==> src/rtl/reg_file.sv <==
`default_nettype none

module reg_file (
    input  logic        clk,
    input  logic        rst_n,
    input  logic [4:0]  raddr_a,
    input  logic [4:0]  raddr_b,
    input  logic [4:0]  waddr,
    input  logic        wen,
    input  logic [31:0] wdata,
    output logic [31:0] rdata_a,
    output logic [31:0] rdata_b
);

    logic [31:0] regs [32];

    always_ff @(posedge clk) begin
        if (!rst_n) begin
            for (int i = 0; i < 32; i++) begin
                regs[i] <= 32'b0;
            end
        end else if (wen && waddr != 5'd0) begin
            regs[waddr] <= wdata;
        end
    end

    // r0 is hardwired
    assign rdata_a = (raddr_a == 5'd0) ? 32'b0 : regs[raddr_a];
    assign rdata_b = (raddr_b == 5'd0) ? 32'b0 : regs[raddr_b];

endmodule

`default_nettype wire

==> config.mk <==
export PLATFORM = sky130hd
export DESIGN_NAME = reg_file
export DESIGN_NICKNAME = d
export VERILOG_FILES = /design/src/rtl/reg_file.sv
export SDC_FILE = /design/constraint.sdc
export NUM_CORES = 2
export LEC_CHECK = 0
export BUFFER_PORTS_ARGS = -buffer_cell sky130_fd_sc_hd__buf_2
export CAP_MARGIN = 20
export CELL_PAD_IN_SITES_DETAIL_PLACEMENT = 0
export CELL_PAD_IN_SITES_GLOBAL_PLACEMENT = 1
export CORE_MARGIN = 4
export CORE_UTILIZATION = 45
export CTS_CLUSTER_DIAMETER = 120
export CTS_CLUSTER_SIZE = 28
export DETAILED_ROUTE_END_ITERATION = 16
export GPL_TIMING_DRIVEN = 0
export HOLD_SLACK_MARGIN = 0.1
export PLACE_DENSITY_LB_ADDON = 0.1
export SETUP_SLACK_MARGIN = 0.5
export SLEW_MARGIN = 20
export SYNTH_ARGS = -nofsm -noshare
export SYNTH_HDL_FRONTEND = slang
export SYNTH_SLANG_ARGS = --single-unit
==> constraint.sdc <==
create_clock -name clk -period 5.5 [get_ports clk]
set_clock_uncertainty 0.2 [all_clocks]
set_input_delay 0.825 -clock clk [delete_from_list [all_inputs] [get_ports clk]]
set_output_delay 0.825 -clock clk [all_outputs]
set_load 0.02 [all_outputs]
==> summary.txt <==
Status
  – Status: finished, final reports clean

Floorplanning
  – Core ar.: 120,000 µm²
  – Die area: 126,000 µm²
  – Height of the die: 355 µm
  – Die X: 355 µm
  – Io pins: 114
  – Starting density of the core: 45.2%
  – Rows: 127

Place
  – Placed insts: 5,324
  – RePlAce Congestion: 0.962
  – Post-detail-place hpwl: 163,000 µm
  – Port Buffers: 107
  – DP Area: 59,000 µm²

Routing
  – DR iter-0 viols: 6,275
  – Remaining antenna violation count: 0
  – DR DRC count: 0
  – Final WL: 227,000 µm
  – Pre-antenna DRT Iters: 6
  – Vias per inst: 6.77
  – WL per Instance: 42.2 µm
  – DR vias: 36,439

Worst setup path
  – Critical path buffers and inverters: 4
  – CP startpoint: raddr_b[1]
  – Crit path largest cell delay: 890 ps
  – Crit-path most repeated cell: buf_2
  – Slowest CP cell: a2111oi_1
  – Cell family with most CP delay: buffers and inverters
  – Max FO, Critical Path: 10
  – Critical path launch point type: input pin
  – CP endpoint kind: output pin
  – Critical Path RT: 4470 ps
  – Data arrival time of the worst path: 4090 ps
  – Cell Chain, Critical Path: buf_2, buf_2, clkbuf_1, mux4_2, a2111oi_1, nor3_2, buf_2
  – Stages on worst setup path: 7
  – Critical path class: in -> out

Timing
  – Rel. slew slack: 13.9%
  – Least-Margin Pin Slew: 1290 ps
  – Fin crit period: 5110 ps
  – Highest Clock Rate: 0.196 GHz
  – Period utilization: 92.9%
  – Final setup fails: 0
  – RSZ-0062 raised after global routing: true
  – Endpoints failing hold: 0
  – Slew Viols, Final: 0

Global routing
  – GRT Total Usage: 35.6%
  – Initial antenna violation count: 12
  – Grt met1 use: 47.3%
  – Routing usage on met2: 54.6%
  – Vias in the first global route: 36,449
  – Met3 GRT Util: 8.56%
  – GR peak layer: met2
  – First-pass GRT wire length: 304,000 µm
  – Largest net degree at the start of global routing: 33
  – Global route overflow: 0

Finish
  – Regs by FF count: regs x1024
  – Max reg flops: 1,024
  – Fillers: 10,217
  – Share of layout cells above drive strength 1: 24.7%
  – Final-stage net count: 3,808
  – Fin util: 50.3%
  – Top reg by flops: regs
  – Post-Layout Cell Count: 5,380
  – Fin area: 60,300 µm²
  – Synthesis-to-finish area growth: 11.2%

Clock tree
  – Longest Clk Path Bufs: 3
  – H-tree Lvls: 2
  – CTS Root Cell: clkbuf_16
  – CTS Buf Count: 42
  – Worst-path clk slew: 100 ps
  – CTS tree: done
  – CTS sink cnt: 1,024
  – # hold bufs at CTS: 0

Synthesis
  – Sequential area share after synthesis: 56.7%
  – Mux contribution to synthesized area: 23.0%
  – Yosys top cell by area: edfxtp_1
  – Mapped Area: 54,200 µm²
  – Netlist cell types: 41
  – Yosys top cell area share: 56.7%
  – Asr flop ratio synth: 0%
  – Synth Area per Inst: 15.4 µm²
  – Post-Syn Instances: 3,509
  – Synth Area in Adders: 0%
  – Post-synth top flop: edfxtp_1
  – Compound-Gate Fraction of Synth Area: 3.96%
  – Post-Synth Simple-Gate Area: 13.0%
  – YS warnings: 0
  – Flops & latches, synth: 1,024
  – Post-synth EDFFs: 1,024
  – Synth top area cells: edfxtp_1, mux4_2, and2_1, mux2i_1, clkbuf_1
  – Synth Area in XOR/XNOR: 0%
  – Largest family of logic cells by synthesized area: multiplexers

Power
  – Leak: 20.4 nW
  – VDD IR max: 229 µV
  – Cell Pwr Density: 266 nW/µm²

Worst hold path
  – Hold crit path type: in -> reg
  – Hold Path Stages: 2
  – Hold path endpoint: regs[5][26]$_SDFFCE_PN0P_
  – Hold Path Origin: wdata[26]

Run
  – Maxcap violations: 0
## placed cells by master (no fill, tap or decap), types with 6 or more instances in the layout
master,instances
a2111oi_0,9
a2111oi_1,16
a211oi_1,29
a21oi_1,10
a22o_1,51
a22oi_1,18
and2_1,996
buf_16,58
buf_2,154
buf_4,39
buf_6,21
clkbuf_1,238
clkbuf_16,43
clkbuf_2,37
conb_1,32
diode_2,6
edfxtp_1,1024
mux2_2,30
mux2i_1,154
mux4_2,470
nand2_1,9
nand2b_1,6
nor2_1,35
nor2b_1,15
nor3_1,43
nor3_2,10
nor4_1,6
o21ai_4,31
o221ai_1,27
o22ai_1,79
## cell families (layout without fill, tap and decap cells)
logic type      after synthesis  after routing
simple gates               1149           1149
flops                      1024           1024
mux                         654            654
buf+inv                     390            612
compound gates              291            291
other cells                   1             38
## metrics by stage
| step | TNS [ps] | hold slack, ps | setup WS, ps | power [W] |
|---|---|---|---|---|
| finish | 0 | 266 | 389 | 0.0160 |
| detailed placement | -4820 | 963 | -560 | 0.0121 |
| floorplan | 0 | 823 | 939 | 0.0108 |
| global route | 0 | 251 | 495 | 0.0163 |
| global placement | -2602380 | 960 | -2950 | 0.0119 |
| CTS | 0 | 224 | 382 | 0.0159 |
## worst max path at each step
stage,end
after CTS,rdata_b[13]
after detailed placement,rdata_b[13]
after floorplan,regs[24][0]$_SDFFCE_PN0P_
after global placement,regs[14][23]$_SDFFCE_PN0P_
after global routing,rdata_a[5]
final,rdata_b[11]
## per-layer routing
metal | vias up | share of wire (%)
li1 | 14031 | -
met1 | 19110 | 37
met2 | 2773 | 45
met3 | 521 | 11
met4 | 4 | 6.7
met5 | - | 0.012
## area by class of cell
| cell class | count | area (µm²) | share of cell area [%] |
|---|---|---|---|
| Antenna cell | 6 | 15.0 | 0.0249 |
| Buffer | 388 | 1880 | 3.12 |
| Clock buffer | 44 | 1080 | 1.79 |
| Clock inverter | 4 | 26.3 | 0.0436 |
| Inverter | 2 | 10.0 | 0.0166 |
| Multi-Input combinational cell | 2126 | 22300 | 36.9 |
| Sequential cell | 1024 | 30700 | 51.0 |
| Tap cell | 1612 | 2020 | 3.35 |
| Timing Repair Buffer | 174 | 2250 | 3.74 |
## power by group
part / total (W) / internal, W / switching (W)
logic: 0.00278 / 0.00108 / 0.00171
registers: 0.00924 / 0.00900 / 0.000236
clock network: 0.00399 / 0.00143 / 0.00256
total: 0.0160 / 0.0115 / 0.00451
## synthesized netlist by cell type (2+ instances only)
| cell type | instances |
|---|---|
| edfxtp_1 | 1024 |
| and2_1 | 996 |
| mux4_2 | 470 |
| clkbuf_1 | 275 |
| mux2i_1 | 154 |
| o22ai_1 | 79 |
| nor3_1 | 54 |
| a22o_1 | 51 |
| buf_2 | 49 |
| buf_4 | 37 |
| nor2_1 | 36 |
| a211oi_1 | 34 |
| o21ai_0 | 33 |
| mux2_2 | 30 |
| o221ai_1 | 27 |
| buf_6 | 19 |
| a22oi_1 | 18 |
| a2111oi_0 | 17 |
| nor2b_1 | 15 |
| a2111oi_1 | 12 |
| a21oi_1 | 10 |
| nand2_1 | 9 |
| buf_1 | 8 |
| nor4_1 | 8 |
| nand2b_1 | 6 |
| nand3_1 | 5 |
| nand3b_1 | 5 |
| a32o_1 | 4 |
| a221oi_1 | 3 |
| or3_1 | 3 |
| or3b_2 | 3 |
| and3_1 | 2 |
| inv_1 | 2 |
| nand4b_1 | 2 |
| o211a_1 | 2 |
| or2_2 | 2 |
## repair_timing
| action | in CTS | in global routing |
|---|---|---|
| buffers inserted | 2 | 0 |
| hold endpoints to repair | 0 | 0 |
| gates resized for setup | 42 | 19 |
| pin swaps | 0 | 2 |
| endpoints found under the setup margin | 39 | 19 |
Power figures use the tool's default switching activity.
