### src/rtl/mips_pkg.sv
`default_nettype none

package mips_pkg;

    // primary opcodes, instr[31:26]
    localparam logic [5:0] op_rtype  = 6'b000000;
    localparam logic [5:0] op_regimm = 6'b000001;  // bgez, bltz and the linking forms
    localparam logic [5:0] op_j      = 6'b000010;
    localparam logic [5:0] op_jal    = 6'b000011;
    localparam logic [5:0] op_beq    = 6'b000100;
    localparam logic [5:0] op_bne    = 6'b000101;
    localparam logic [5:0] op_blez   = 6'b000110;
    localparam logic [5:0] op_bgtz   = 6'b000111;
    localparam logic [5:0] op_addi   = 6'b001000;
    localparam logic [5:0] op_addiu  = 6'b001001;
    localparam logic [5:0] op_slti   = 6'b001010;
    localparam logic [5:0] op_sltiu  = 6'b001011;
    localparam logic [5:0] op_andi   = 6'b001100;
    localparam logic [5:0] op_ori    = 6'b001101;
    localparam logic [5:0] op_xori   = 6'b001110;
    localparam logic [5:0] op_lui    = 6'b001111;
    localparam logic [5:0] op_cop0   = 6'b010000;
    localparam logic [5:0] op_lw     = 6'b100011;
    localparam logic [5:0] op_sw     = 6'b101011;

    // funct field of r-type words
    localparam logic [5:0] fun_sll     = 6'b000000;
    localparam logic [5:0] fun_srl     = 6'b000010;
    localparam logic [5:0] fun_sra     = 6'b000011;
    localparam logic [5:0] fun_sllv    = 6'b000100;
    localparam logic [5:0] fun_srlv    = 6'b000110;
    localparam logic [5:0] fun_srav    = 6'b000111;
    localparam logic [5:0] fun_jr      = 6'b001000;
    localparam logic [5:0] fun_jalr    = 6'b001001;
    localparam logic [5:0] fun_syscall = 6'b001100;
    localparam logic [5:0] fun_break   = 6'b001101;
    localparam logic [5:0] fun_mfhi    = 6'b010000;
    localparam logic [5:0] fun_mthi    = 6'b010001;
    localparam logic [5:0] fun_mflo    = 6'b010010;
    localparam logic [5:0] fun_mtlo    = 6'b010011;
    localparam logic [5:0] fun_mult    = 6'b011000;
    localparam logic [5:0] fun_multu   = 6'b011001;
    localparam logic [5:0] fun_add     = 6'b100000;
    localparam logic [5:0] fun_addu    = 6'b100001;
    localparam logic [5:0] fun_sub     = 6'b100010;
    localparam logic [5:0] fun_subu    = 6'b100011;
    localparam logic [5:0] fun_and     = 6'b100100;
    localparam logic [5:0] fun_or      = 6'b100101;
    localparam logic [5:0] fun_xor     = 6'b100110;
    localparam logic [5:0] fun_nor     = 6'b100111;
    localparam logic [5:0] fun_slt     = 6'b101010;
    localparam logic [5:0] fun_sltu    = 6'b101011;

    localparam logic [4:0] rt_bltz   = 5'b00000;
    localparam logic [4:0] rt_bgez   = 5'b00001;
    localparam logic [4:0] rt_bltzal = 5'b10000;
    localparam logic [4:0] rt_bgezal = 5'b10001;
    localparam logic [4:0] rs_mfc0   = 5'b00000;
    localparam logic [4:0] rs_mtc0   = 5'b00100;

    localparam logic [4:0] link_reg = 5'd31;

    localparam logic [4:0] aluop_nop   = 5'd0;
    localparam logic [4:0] aluop_and   = 5'd1;
    localparam logic [4:0] aluop_or    = 5'd2;
    localparam logic [4:0] aluop_xor   = 5'd3;
    localparam logic [4:0] aluop_nor   = 5'd4;
    localparam logic [4:0] aluop_slt   = 5'd5;
    localparam logic [4:0] aluop_sltu  = 5'd6;
    localparam logic [4:0] aluop_add   = 5'd7;
    localparam logic [4:0] aluop_addu  = 5'd8;
    localparam logic [4:0] aluop_sub   = 5'd9;
    localparam logic [4:0] aluop_subu  = 5'd10;
    localparam logic [4:0] aluop_sll   = 5'd11;
    localparam logic [4:0] aluop_sllv  = 5'd12;
    localparam logic [4:0] aluop_srl   = 5'd13;
    localparam logic [4:0] aluop_srlv  = 5'd14;
    localparam logic [4:0] aluop_sra   = 5'd15;
    localparam logic [4:0] aluop_srav  = 5'd16;
    localparam logic [4:0] aluop_lui   = 5'd17;
    localparam logic [4:0] aluop_mult  = 5'd18;
    localparam logic [4:0] aluop_multu = 5'd19;
    localparam logic [4:0] aluop_mfhi  = 5'd20;
    localparam logic [4:0] aluop_mflo  = 5'd21;
    localparam logic [4:0] aluop_mthi  = 5'd22;
    localparam logic [4:0] aluop_mtlo  = 5'd23;
    localparam logic [4:0] aluop_mfc0  = 5'd24;
    localparam logic [4:0] aluop_mtc0  = 5'd25;

    localparam logic [3:0] bt_nop  = 4'd0;
    localparam logic [3:0] bt_j    = 4'd1;
    localparam logic [3:0] bt_jreg = 4'd2;  // jr and jalr
    localparam logic [3:0] bt_beq  = 4'd3;
    localparam logic [3:0] bt_bne  = 4'd4;
    localparam logic [3:0] bt_bgtz = 4'd5;
    localparam logic [3:0] bt_blez = 4'd6;
    localparam logic [3:0] bt_bgez = 4'd7;
    localparam logic [3:0] bt_bltz = 4'd8;

    typedef struct packed {
        logic [5:0] op;
        logic [4:0] rs;
        logic [4:0] rt;
        logic [4:0] rd;
        logic [4:0] shamt;
        logic [5:0] funct;
    } r_form_t;

    typedef struct packed {
        logic [5:0]  op;
        logic [4:0]  rs;
        logic [4:0]  rt;
        logic [15:0] imm;
    } i_form_t;

    typedef struct packed {
        logic [5:0]  op;
        logic [25:0] target;
    } j_form_t;

    // one fetched word, three field layouts
    typedef union packed {
        r_form_t r;
        i_form_t i;
        j_form_t j;
    } instr_word_t;

endpackage

`default_nettype wire
### src/rtl/branch_unit.sv
`default_nettype none

module branch_unit import mips_pkg::*; (
    input  logic [3:0]  branch_type,
    input  logic [31:0] rs_value,
    input  logic [31:0] rt_value,
    input  logic [31:0] pc,
    input  logic [31:0] ext_imm,
    input  logic [25:0] j_target,
    output logic        taken,
    output logic [31:0] target,
    output logic [31:0] link_addr
);

    logic [31:0] pc_plus4;
    logic [31:0] branch_addr;
    logic        rs_zero;

    assign pc_plus4    = pc + 32'd4;
    assign branch_addr = pc_plus4 + {ext_imm[29:0], 2'b00};
    assign link_addr   = pc + 32'd8;  // past the delay slot
    assign rs_zero     = (rs_value == 32'b0);

    always_comb begin
        taken  = 1'b0;
        target = branch_addr;
        case (branch_type)
            bt_j: begin
                taken  = 1'b1;
                target = {pc_plus4[31:28], j_target, 2'b00};  // stays in the 256 MB region
            end
            bt_jreg: begin
                taken  = 1'b1;
                target = rs_value;
            end
            bt_beq:  taken = (rs_value == rt_value);
            bt_bne:  taken = (rs_value != rt_value);
            bt_bgtz: taken = !rs_value[31] && !rs_zero;
            bt_blez: taken = rs_value[31] || rs_zero;
            bt_bgez: taken = !rs_value[31];
            bt_bltz: taken = rs_value[31];
            default: ;
        endcase
    end

endmodule

`default_nettype wire

### config.mk
export PLATFORM = sky130hd
export DESIGN_NAME = branch_unit
export DESIGN_NICKNAME = d
export VERILOG_FILES = /design/src/rtl/mips_pkg.sv /design/src/rtl/branch_unit.sv
export SDC_FILE = /design/constraint.sdc
export NUM_CORES = 1
export LEC_CHECK = 0
export BUFFER_PORTS_ARGS = -buffer_cell sky130_fd_sc_hd__buf_2
export CAP_MARGIN = 20
export CORE_UTILIZATION = 45
export DETAILED_ROUTE_END_ITERATION = 8
export PLACE_DENSITY = 0.85
export SYNTH_ARGS = -nofsm -noshare
export SYNTH_HDL_FRONTEND = slang
export SYNTH_SLANG_ARGS = --single-unit
### constraint.sdc
create_clock -name vclk -period 8.1
set_input_delay 1.215 -clock vclk [all_inputs]
set_output_delay 1.215 -clock vclk [all_outputs]
set_load 0.05 [all_outputs]
==> flow_summary.json <==
{
  "critical_path.cell_chain": "buf_2 > ha_1 > and3_1 > nand3_1 > nor3_1 > nand2_1 > nor2_1 > xor2_1 > ha_1 > a21o_1 > a21o_1 > a21oi_1 > a21boi_0 > a211o_1 > a221o_1 > a21oi_1 > xor2_1 > o21ai_0 > buf_2",
  "ios": 223,
  "yosys_warnings": 0,
  "routed_via_density": 5.78,
  "grt_first_pass_wirelength_um": 19300,
  "relSlewSlack_pct": 53.7,
  "drt_pass1_iterations": 5,
  "placed_cells": 795,
  "grt_pass1_vias": 4097,
  "vias": 4593,
  "place_ws_ps": 1780,
  "whs_ps": 2740,
  "finish.instance_area_um2": 4600,
  "nNetsFinal": 890,
  "holdBufCountCts": 0,
  "seqCellArea_um2": 0,
  "cts_resized": 0,
  "peakVddDrop_mv": 0.0753,
  "tns_ps": 0,
  "dpl.hpwl_um": 11300,
  "place_area_um2": 4600,
  "start_kind": "input pin",
  "final_max_slew_viol_count": 0,
  "hold_viol_final": 0,
  "grt_max_degree": 35,
  "syn-num-nets": 688,
  "postSynthAreaPerCell_um2": 6.96,
  "required_ps": 6880,
  "portBuffers": 221,
  "n_antenna_cell": 0,
  "wl_um": 13200,
  "outcome": "finished clean",
  "worst-path-buf-inv": 2,
  "clock_buffers": 0,
  "syn_area_um2": 3450,
  "drtIter0Drc": 289,
  "fin_cells": 795,
  "antenna_found_initial": 0,
  "grt_overflow": 0,
  "post_cts_buffers": 0,
  "start_util_pct": 47.1,
  "worst_path_max_delay_cell": "nor3_1",
  "finalCritPeriodShare_pct": 78.5,
  "crit_path_end_kind": "primary output",
  "seq_cell_count": 0,
  "post-route-min-period_ps": 6360,
  "die-height_um": 89.6,
  "drv_cap": 0,
  "synth.distinct_cells": 60,
  "rsz0062_at_grt": "false",
  "grt.total_usage_pct": 30.7,
  "powerDensity_nw_per_um2": 104,
  "fmax_ghz": 0.157,
  "antenna_left": 0,
  "dieArea_um2": 8020,
  "cpPeakStageDelay_ps": 340,
  "setup_ws_ps": 1740,
  "cp_top_family": "compound AO/OA/AOI/OAI gates",
  "p_leak_nw": 2.17,
  "core-area_um2": 7330,
  "chipWidth_um": 89.6,
  "drcViolationCount": 0,
  "worstPathArrival_ps": 5140,
  "crit_fanout": 6,
  "holdCritPathClass": "in -> out",
  "setup_viol": 0,
  "seq_area_frac_synth_pct": 0,
  "post_route_cells_drive_above_1_share_pct": 34.8,
  "worstMarginPinSlew_ps": 689,
  "syn_inst": 496,
  "routabilityCongestion": 0.886,
  "path_class": "in -> out",
  "area_growth_pct": 33.4,
  "num_rows": 31,
  "routedWlPerCell_um": 16.6
}
-- metrics by stage --
step           total power, mW  util, %
6_report                 0.477     62.8
5_1_grt                  0.507     62.8
2_1_floorplan            0.338        -
3_3_place_gp             0.464     62.8
3_5_place_dp             0.472     62.8
4_1_cts                  0.474     62.8
-- cell type report --
class / instances / area [um2]
Inverter: 12 / 45.0
Timing Repair Buffer: 223 / 1120
Tap cell: 99 / 124
Multi-Input combinational cell: 461 / 3310
Fill cell: 675 / 2730
-- final timing paths --
| path | startpoint | endpoint | slack, ps | cells after the start |
|---|---|---|---|---|
| worst max-delay path | pc[4] | target[29] | 1740 | 19 |
| worst min-delay path | pc[1] | link_addr[1] | 2740 | 2 |
-- where the power goes --
part	switching (mW)	internal (mW)	total [mW]
registers	0	0	0
clock network	0	0	0
logic	0.326	0.152	0.477
-- kinds of logic after synthesis --
family,count (synthesis),share of synthesized area (%)
fa+ha+maj,34,12.5
buf+inv,35,4.31
compound gates,143,28.9
simple gates,171,25.5
xor+xnor,111,28.2
mux,2,0.580
-- cells in the mapped netlist, drive strengths merged (3+ instances only) --
library cell | number | share of area, %
or2 | 3 | 0.54
ha | 33 | 12
clkbuf | 13 | 1.4
xnor2 | 78 | 20
nand2b | 3 | 0.54
or3 | 4 | 0.87
buf | 10 | 1.6
and2 | 4 | 0.73
nand4 | 23 | 4.2
a21oi | 30 | 4.5
nor3 | 10 | 1.5
a21o | 18 | 4.0
o21ai | 36 | 5.3
o21bai | 4 | 1.2
and3 | 11 | 2.0
a31oi | 3 | 0.73
nand2 | 43 | 4.7
nand3 | 23 | 3.3
a221o | 3 | 0.87
a22oi | 27 | 5.9
inv | 11 | 1.2
nor2 | 29 | 3.2
xor2 | 33 | 8.4
nor4 | 11 | 2.4
-- placed cells by master, fill, tap and decap left out, drive strengths merged, types with 2 or more instances in the layout --
cell / instances
and3: 11
xor2: 33
o21bai: 4
xnor2: 78
a22o: 2
a221oi: 2
ha: 33
nor3: 10
buf: 223
inv: 11
a21boi: 2
a221o: 3
nand4: 23
nor2: 29
mux2i: 2
nand2b: 3
o21ai: 36
nand3: 23
nand2: 43
nor2b: 2
or3: 4
nor3b: 2
and2: 4
o211ai: 2
a211o: 2
a22oi: 27
a31oi: 3
a21o: 18
nor4: 11
o21a: 2
o31ai: 2
a21oi: 30
or2: 3
-- layer usage --
| layer | share of wire (%) | track usage (%) | routed length, um | vias up |
|---|---|---|---|---|
| met5 | 0 | 0 | 0 | - |
| met2 | 48 | 55.0 | 6380 | 248 |
| met4 | 4.0 | 13.6 | 525 | 0 |
| met1 | 40 | 36.2 | 5270 | 2064 |
| li1 | - | - | - | 2236 |
| met3 | 7.7 | 4.57 | 1010 | 45 |
Power figures use the tool's default switching activity.
