==> src/rtl/mips_pkg.sv <==
`default_nettype none

package mips_pkg;

    // primary opcodes, instr[31:26]
    localparam logic [5:0] op_rtype  = 6'b000000;
    localparam logic [5:0] op_regimm = 6'b000001;  // bgez, bltz and the linking forms
    localparam logic [5:0] op_j      = 6'b000010;
    localparam logic [5:0] op_jal    = 6'b000011;
    localparam logic [5:0] op_beq    = 6'b000100;
    localparam logic [5:0] op_bne    = 6'b000101;
    localparam logic [5:0] op_blez   = 6'b000110;
    localparam logic [5:0] op_bgtz   = 6'b000111;
    localparam logic [5:0] op_addi   = 6'b001000;
    localparam logic [5:0] op_addiu  = 6'b001001;
    localparam logic [5:0] op_slti   = 6'b001010;
    localparam logic [5:0] op_sltiu  = 6'b001011;
    localparam logic [5:0] op_andi   = 6'b001100;
    localparam logic [5:0] op_ori    = 6'b001101;
    localparam logic [5:0] op_xori   = 6'b001110;
    localparam logic [5:0] op_lui    = 6'b001111;
    localparam logic [5:0] op_cop0   = 6'b010000;
    localparam logic [5:0] op_lw     = 6'b100011;
    localparam logic [5:0] op_sw     = 6'b101011;

    // funct field of r-type words
    localparam logic [5:0] fun_sll     = 6'b000000;
    localparam logic [5:0] fun_srl     = 6'b000010;
    localparam logic [5:0] fun_sra     = 6'b000011;
    localparam logic [5:0] fun_sllv    = 6'b000100;
    localparam logic [5:0] fun_srlv    = 6'b000110;
    localparam logic [5:0] fun_srav    = 6'b000111;
    localparam logic [5:0] fun_jr      = 6'b001000;
    localparam logic [5:0] fun_jalr    = 6'b001001;
    localparam logic [5:0] fun_syscall = 6'b001100;
    localparam logic [5:0] fun_break   = 6'b001101;
    localparam logic [5:0] fun_mfhi    = 6'b010000;
    localparam logic [5:0] fun_mthi    = 6'b010001;
    localparam logic [5:0] fun_mflo    = 6'b010010;
    localparam logic [5:0] fun_mtlo    = 6'b010011;
    localparam logic [5:0] fun_mult    = 6'b011000;
    localparam logic [5:0] fun_multu   = 6'b011001;
    localparam logic [5:0] fun_add     = 6'b100000;
    localparam logic [5:0] fun_addu    = 6'b100001;
    localparam logic [5:0] fun_sub     = 6'b100010;
    localparam logic [5:0] fun_subu    = 6'b100011;
    localparam logic [5:0] fun_and     = 6'b100100;
    localparam logic [5:0] fun_or      = 6'b100101;
    localparam logic [5:0] fun_xor     = 6'b100110;
    localparam logic [5:0] fun_nor     = 6'b100111;
    localparam logic [5:0] fun_slt     = 6'b101010;
    localparam logic [5:0] fun_sltu    = 6'b101011;

    localparam logic [4:0] rt_bltz   = 5'b00000;
    localparam logic [4:0] rt_bgez   = 5'b00001;
    localparam logic [4:0] rt_bltzal = 5'b10000;
    localparam logic [4:0] rt_bgezal = 5'b10001;
    localparam logic [4:0] rs_mfc0   = 5'b00000;
    localparam logic [4:0] rs_mtc0   = 5'b00100;

    localparam logic [4:0] link_reg = 5'd31;

    localparam logic [4:0] aluop_nop   = 5'd0;
    localparam logic [4:0] aluop_and   = 5'd1;
    localparam logic [4:0] aluop_or    = 5'd2;
    localparam logic [4:0] aluop_xor   = 5'd3;
    localparam logic [4:0] aluop_nor   = 5'd4;
    localparam logic [4:0] aluop_slt   = 5'd5;
    localparam logic [4:0] aluop_sltu  = 5'd6;
    localparam logic [4:0] aluop_add   = 5'd7;
    localparam logic [4:0] aluop_addu  = 5'd8;
    localparam logic [4:0] aluop_sub   = 5'd9;
    localparam logic [4:0] aluop_subu  = 5'd10;
    localparam logic [4:0] aluop_sll   = 5'd11;
    localparam logic [4:0] aluop_sllv  = 5'd12;
    localparam logic [4:0] aluop_srl   = 5'd13;
    localparam logic [4:0] aluop_srlv  = 5'd14;
    localparam logic [4:0] aluop_sra   = 5'd15;
    localparam logic [4:0] aluop_srav  = 5'd16;
    localparam logic [4:0] aluop_lui   = 5'd17;
    localparam logic [4:0] aluop_mult  = 5'd18;
    localparam logic [4:0] aluop_multu = 5'd19;
    localparam logic [4:0] aluop_mfhi  = 5'd20;
    localparam logic [4:0] aluop_mflo  = 5'd21;
    localparam logic [4:0] aluop_mthi  = 5'd22;
    localparam logic [4:0] aluop_mtlo  = 5'd23;
    localparam logic [4:0] aluop_mfc0  = 5'd24;
    localparam logic [4:0] aluop_mtc0  = 5'd25;

    localparam logic [3:0] bt_nop  = 4'd0;
    localparam logic [3:0] bt_j    = 4'd1;
    localparam logic [3:0] bt_jreg = 4'd2;  // jr and jalr
    localparam logic [3:0] bt_beq  = 4'd3;
    localparam logic [3:0] bt_bne  = 4'd4;
    localparam logic [3:0] bt_bgtz = 4'd5;
    localparam logic [3:0] bt_blez = 4'd6;
    localparam logic [3:0] bt_bgez = 4'd7;
    localparam logic [3:0] bt_bltz = 4'd8;

    typedef struct packed {
        logic [5:0] op;
        logic [4:0] rs;
        logic [4:0] rt;
        logic [4:0] rd;
        logic [4:0] shamt;
        logic [5:0] funct;
    } r_form_t;

    typedef struct packed {
        logic [5:0]  op;
        logic [4:0]  rs;
        logic [4:0]  rt;
        logic [15:0] imm;
    } i_form_t;

    typedef struct packed {
        logic [5:0]  op;
        logic [25:0] target;
    } j_form_t;

    // one fetched word, three field layouts
    typedef union packed {
        r_form_t r;
        i_form_t i;
        j_form_t j;
    } instr_word_t;

endpackage

`default_nettype wire
==> src/rtl/instr_decoder.sv <==
`default_nettype none

module instr_decoder import mips_pkg::*; (
    input  instr_word_t instr,
    output logic [4:0]  rs,
    output logic [4:0]  rt,
    output logic [31:0] ext_imm,
    output logic [25:0] j_target,
    output logic [4:0]  shamt,
    output logic [4:0]  alu_op,
    output logic        alu_sel_a,
    output logic        alu_sel_b,
    output logic        mem_en,
    output logic        mem_write,
    output logic        mem_to_reg,
    output logic        reg_wen,
    output logic        hilo_write,
    output logic        is_link,
    output logic [3:0]  branch_type,
    output logic [4:0]  reg_waddr,
    output logic        spec_inst,
    output logic        undefined_inst
);

    logic zero_ext;  // logic-immediate ops

    assign rs       = instr.r.rs;
    assign rt       = instr.r.rt;
    assign shamt    = instr.r.shamt;
    assign j_target = instr.j.target;

    assign zero_ext = (instr.i.op == op_andi) || (instr.i.op == op_ori) ||
                      (instr.i.op == op_xori);
    assign ext_imm  = zero_ext ? {16'b0, instr.i.imm} : {{16{instr.i.imm[15]}}, instr.i.imm};

    always_comb begin
        alu_op         = aluop_nop;
        alu_sel_a      = 1'b0;
        alu_sel_b      = 1'b0;
        mem_en         = 1'b0;
        mem_write      = 1'b0;
        mem_to_reg     = 1'b0;
        reg_wen        = 1'b0;
        hilo_write     = 1'b0;
        is_link        = 1'b0;
        branch_type    = bt_nop;
        reg_waddr      = instr.r.rd;
        spec_inst      = 1'b0;
        undefined_inst = 1'b0;
        if (instr != 32'b0) begin  // all-zero word stays a nop
            case (instr.r.op)
                op_rtype: begin
                    reg_wen = 1'b1;  // most funct codes write rd
                    case (instr.r.funct)
                        fun_and:  alu_op = aluop_and;
                        fun_or:   alu_op = aluop_or;
                        fun_xor:  alu_op = aluop_xor;
                        fun_nor:  alu_op = aluop_nor;
                        fun_slt:  alu_op = aluop_slt;
                        fun_sltu: alu_op = aluop_sltu;
                        fun_add:  alu_op = aluop_add;
                        fun_addu: alu_op = aluop_addu;
                        fun_sub:  alu_op = aluop_sub;
                        fun_subu: alu_op = aluop_subu;
                        fun_sllv: alu_op = aluop_sllv;
                        fun_srlv: alu_op = aluop_srlv;
                        fun_srav: alu_op = aluop_srav;
                        fun_mfhi: alu_op = aluop_mfhi;
                        fun_mflo: alu_op = aluop_mflo;
                        fun_sll, fun_srl, fun_sra: begin
                            alu_sel_a = 1'b1;  // shift rt by shamt
                            alu_op    = (instr.r.funct == fun_sll) ? aluop_sll :
                                        (instr.r.funct == fun_srl) ? aluop_srl : aluop_sra;
                        end
                        fun_mult, fun_multu, fun_mthi, fun_mtlo: begin
                            reg_wen    = 1'b0;
                            hilo_write = 1'b1;
                            alu_op     = (instr.r.funct == fun_mult)  ? aluop_mult  :
                                         (instr.r.funct == fun_multu) ? aluop_multu :
                                         (instr.r.funct == fun_mthi)  ? aluop_mthi  : aluop_mtlo;
                        end
                        fun_jr: begin
                            reg_wen     = 1'b0;
                            branch_type = bt_jreg;
                        end
                        fun_jalr: begin
                            branch_type = bt_jreg;
                            is_link     = 1'b1;  // pc+8 into rd
                        end
                        fun_syscall, fun_break: begin
                            reg_wen   = 1'b0;
                            spec_inst = 1'b1;
                        end
                        default: begin  // div, divu and unknown funct
                            reg_wen        = 1'b0;
                            undefined_inst = 1'b1;
                        end
                    endcase
                end
                op_addi, op_addiu, op_slti, op_sltiu, op_andi, op_ori, op_xori, op_lui: begin
                    reg_wen   = 1'b1;
                    alu_sel_b = 1'b1;
                    reg_waddr = instr.i.rt;
                    case (instr.i.op)
                        op_addi:  alu_op = aluop_add;
                        op_addiu: alu_op = aluop_addu;
                        op_slti:  alu_op = aluop_slt;
                        op_sltiu: alu_op = aluop_sltu;
                        op_andi:  alu_op = aluop_and;
                        op_ori:   alu_op = aluop_or;
                        op_xori:  alu_op = aluop_xor;
                        default:  alu_op = aluop_lui;
                    endcase
                end
                op_lw: begin
                    alu_op     = aluop_addu;  // base + offset
                    alu_sel_b  = 1'b1;
                    mem_en     = 1'b1;
                    mem_to_reg = 1'b1;
                    reg_wen    = 1'b1;
                    reg_waddr  = instr.i.rt;
                end
                op_sw: begin
                    alu_op    = aluop_addu;
                    alu_sel_b = 1'b1;
                    mem_en    = 1'b1;
                    mem_write = 1'b1;
                end
                op_j:    branch_type = bt_j;
                op_jal: begin
                    branch_type = bt_j;
                    is_link     = 1'b1;
                    reg_wen     = 1'b1;
                    reg_waddr   = link_reg;
                end
                op_beq:  branch_type = bt_beq;
                op_bne:  branch_type = bt_bne;
                op_bgtz: branch_type = bt_bgtz;
                op_blez: branch_type = bt_blez;
                op_regimm: begin
                    case (instr.i.rt)
                        rt_bgez: branch_type = bt_bgez;
                        rt_bltz: branch_type = bt_bltz;
                        rt_bgezal, rt_bltzal: begin
                            branch_type = (instr.i.rt == rt_bgezal) ? bt_bgez : bt_bltz;
                            is_link     = 1'b1;  // link even when not taken
                            reg_wen     = 1'b1;
                            reg_waddr   = link_reg;
                        end
                        default: undefined_inst = 1'b1;
                    endcase
                end
                op_cop0: begin
                    spec_inst = 1'b1;
                    case (instr.r.rs)
                        rs_mfc0: begin
                            alu_op  = aluop_mfc0;
                            reg_wen = 1'b1;
                        end
                        rs_mtc0: alu_op = aluop_mtc0;
                        default: ;
                    endcase
                end
                default: undefined_inst = 1'b1;  // byte/half memory ops land here too
            endcase
        end
    end

endmodule

`default_nettype wire

==> config.mk <==
export PLATFORM = sky130hd
export DESIGN_NAME = instr_decoder
export DESIGN_NICKNAME = d
export VERILOG_FILES = /design/src/rtl/mips_pkg.sv /design/src/rtl/instr_decoder.sv
export SDC_FILE = /design/constraint.sdc
export NUM_CORES = 1
export LEC_CHECK = 0
export BUFFER_PORTS_ARGS = -buffer_cell sky130_fd_sc_hd__buf_2
export CAP_MARGIN = 15
export CELL_PAD_IN_SITES_DETAIL_PLACEMENT = 1
export CELL_PAD_IN_SITES_GLOBAL_PLACEMENT = 1
export CORE_AREA = 4 4 80 82
export DETAILED_ROUTE_END_ITERATION = 12
export DIE_AREA = 0 0 84 86
export GPL_ROUTABILITY_DRIVEN = 1
export PLACE_DENSITY_LB_ADDON = 0.1
export SYNTH_ARGS = -nofsm -noshare
export SYNTH_HDL_FRONTEND = slang
export SYNTH_SLANG_ARGS = --single-unit
==> constraint.sdc <==
create_clock -name vclk -period 5
set_input_delay 0.75 -clock vclk [all_inputs]
set_output_delay 0.75 -clock vclk [all_outputs]
set_load 0.01 [all_outputs]
==> reports/results.txt <==
Worst Hold Class - in -> out
Final Hold Viols - 0
slowest stage delay, CP - 0.83 ns
layout cells sized above 1 - 48.4%
final net count - 315
part of the power in registers - 0%
setup bufs post-CTS - 0
core area - 5750 um2
RSZ-0062 raised after global routing - false
design area - 1630 um2
Post-DP Area - 1630 um2
die height - 86 um
Port Buffers - 129
Routed WL - 5850 um
Syn Std Cell Area - 1500 um2
CP Cell Sequence - buf_2, nand2b_4, nor4_1, nor2_1, o2111ai_1, o211a_1, buf_2
Hold WS - 1.72 ns
Pleak - 0.841 nW
synth unique cells - 48
Placed Cells - 356
met3 WL - 511 um
DRC viols - 0
Slew headroom - 31.3%
power share of the combinational group - 100.0%
worst path bufs/invs - 2
largest net degree at the start of global routing - 25
register area - 0 um2
syn_area_per_cell - 6.26 um2
clock share of power - 0%
DP HPWL - 4810 um
Setup Viol. Count Final - 0
first-pass GRT wire length - 8830 um
vias in the first global route - 1,677
total power divided by cell area - 87.2 nW/um2
Worst-Margin Slew - 1.02 ns
setup tns final - 0 ns
Via Count - 1,755
Psw - 0.0888 mW
VDD IR-drop max - 0.0270 mV
Crit path max-delay family - simple AND/OR/NAND/NOR gates
sequential cell area fraction in the yosys report - 0%
ANT nets after route - 0
Top Metal Used - met3
yosys warns - 0
initial antenna violation count - 0
total grt overflow - 0
WL/cell - 16.4 um
max_cap viols - 0
fin cells - 356
min cycle time layout - 3.37 ns
Tot Pwr - 0.143 mW
Total Routing Usage GR - 14.3%
f_max - 0.296 GHz
Final period util - 67.5%
CP Capture Type - output port
Syn Inst Count - 239
area grow syn2layout - 9.29%
Startpoint Class - input pin
site row count - 28
I/O pin count - 129
Antenna diodes - 0
DR pass1 iterations - 4
Clock buffer cells - 0
DIE AREA - 7220 um2
num sequential - 0
Met1 Wirelength - 2640 um
routed wire length on met2 - 2690 um
Die X - 84 um
vias per cell - 4.93
syn_nets - 271
Critical Path RT - 4.25 ns
Slew Limit Fails - 0
Starting Density - 26.0%
post-cts gate resize count - 0
internal power - 0.0538 mW
crit path max fanout - 8
1st-iter DRT viols - 59
post-placement worst setup slack - 1.64 ns
CP arrival - 2.62 ns
Post-CTS Hold Buffers - 0
Final WS setup - 1.63 ns
Util after Layout - 28.4%
Switching Share - 62.3%
Top cell by count, worst path - buf_2
Slowest-stage cell, CP - nor4_1
CP Class - in -> out
routability-driven placement congestion ratio - 0.782
outcome - complete, no violations
[synth_stat cells, types with 4 or more instances]
master | n | area [um2]
nor2b_1 | 4 | 25.0
nand3_1 | 12 | 60.1
nor2_1 | 16 | 60.1
inv_1 | 6 | 22.5
nor3_1 | 7 | 35.0
o21ai_0 | 19 | 95.1
nand2_1 | 16 | 60.1
a21oi_1 | 10 | 50.1
clkbuf_1 | 12 | 45.0
nor4_1 | 8 | 50.1
buf_4 | 72 | 541
[cell type report]
cell class                      count  area (um2)
Inverter                            6        22.5
Timing Repair Buffer              129         646
Fill cell                         790        4110
Tap cell                           75        93.8
Multi-Input combinational cell    146         872
[cells by family (layout without fill, tap and decap cells)]
| kind of cell | Yosys count | after routing | synth area share (%) |
|---|---|---|---|
| buffers and inverters | 93 | 135 | 41.7 |
| AND/OR/NAND/NOR | 86 | 86 | 31.6 |
| AO/OA/AOI/OAI | 56 | 56 | 24.3 |
| XOR/XNOR | 3 | 3 | 1.76 |
| multiplexers | 1 | 1 | 0.669 |
[power groups by stage]
stage	Sequential, mW	Clock [mW]	Combinational [mW]
global route	0	0	0.157
CTS	0	0	0.144
global placement	0	0	0.144
detailed placement	0	0	0.144
finish	0	0	0.143
floorplan	0	0	0.116
[final timing paths]
| check | startpoint | to | slack [ns] | cells after the start |
|---|---|---|---|---|
| setup / recovery | instr[28] | reg_wen | 1.63 | 7 |
| hold / removal | instr[25] | j_target[25] | 1.72 | 2 |
[placed cells by master, fill, tap and decap left out, types with 2 or more instances in the layout]
master,n
nor2b_1,4
nor3_1,7
a21boi_0,2
nand2b_1,3
a21oi_1,10
or2_2,3
nand2_1,16
buf_2,129
a31oi_1,3
xnor2_1,3
o21ai_0,19
nor3b_1,3
and4_1,3
o41ai_1,2
and3_1,2
o311ai_0,3
inv_1,6
nand3_1,12
nor2_1,16
nor4_1,8
o22ai_1,3
[layer usage]
| metal | vias to the layer above | global-route usage (%) |
|---|---|---|
| met5 | - | 0 |
| met4 | 0 | 0 |
| met3 | 0 | 2.88 |
| met2 | 85 | 24.5 |
| met1 | 800 | 19.8 |
| li1 | 870 | - |
No activity file was read; power rests on OpenSTA's default activity.
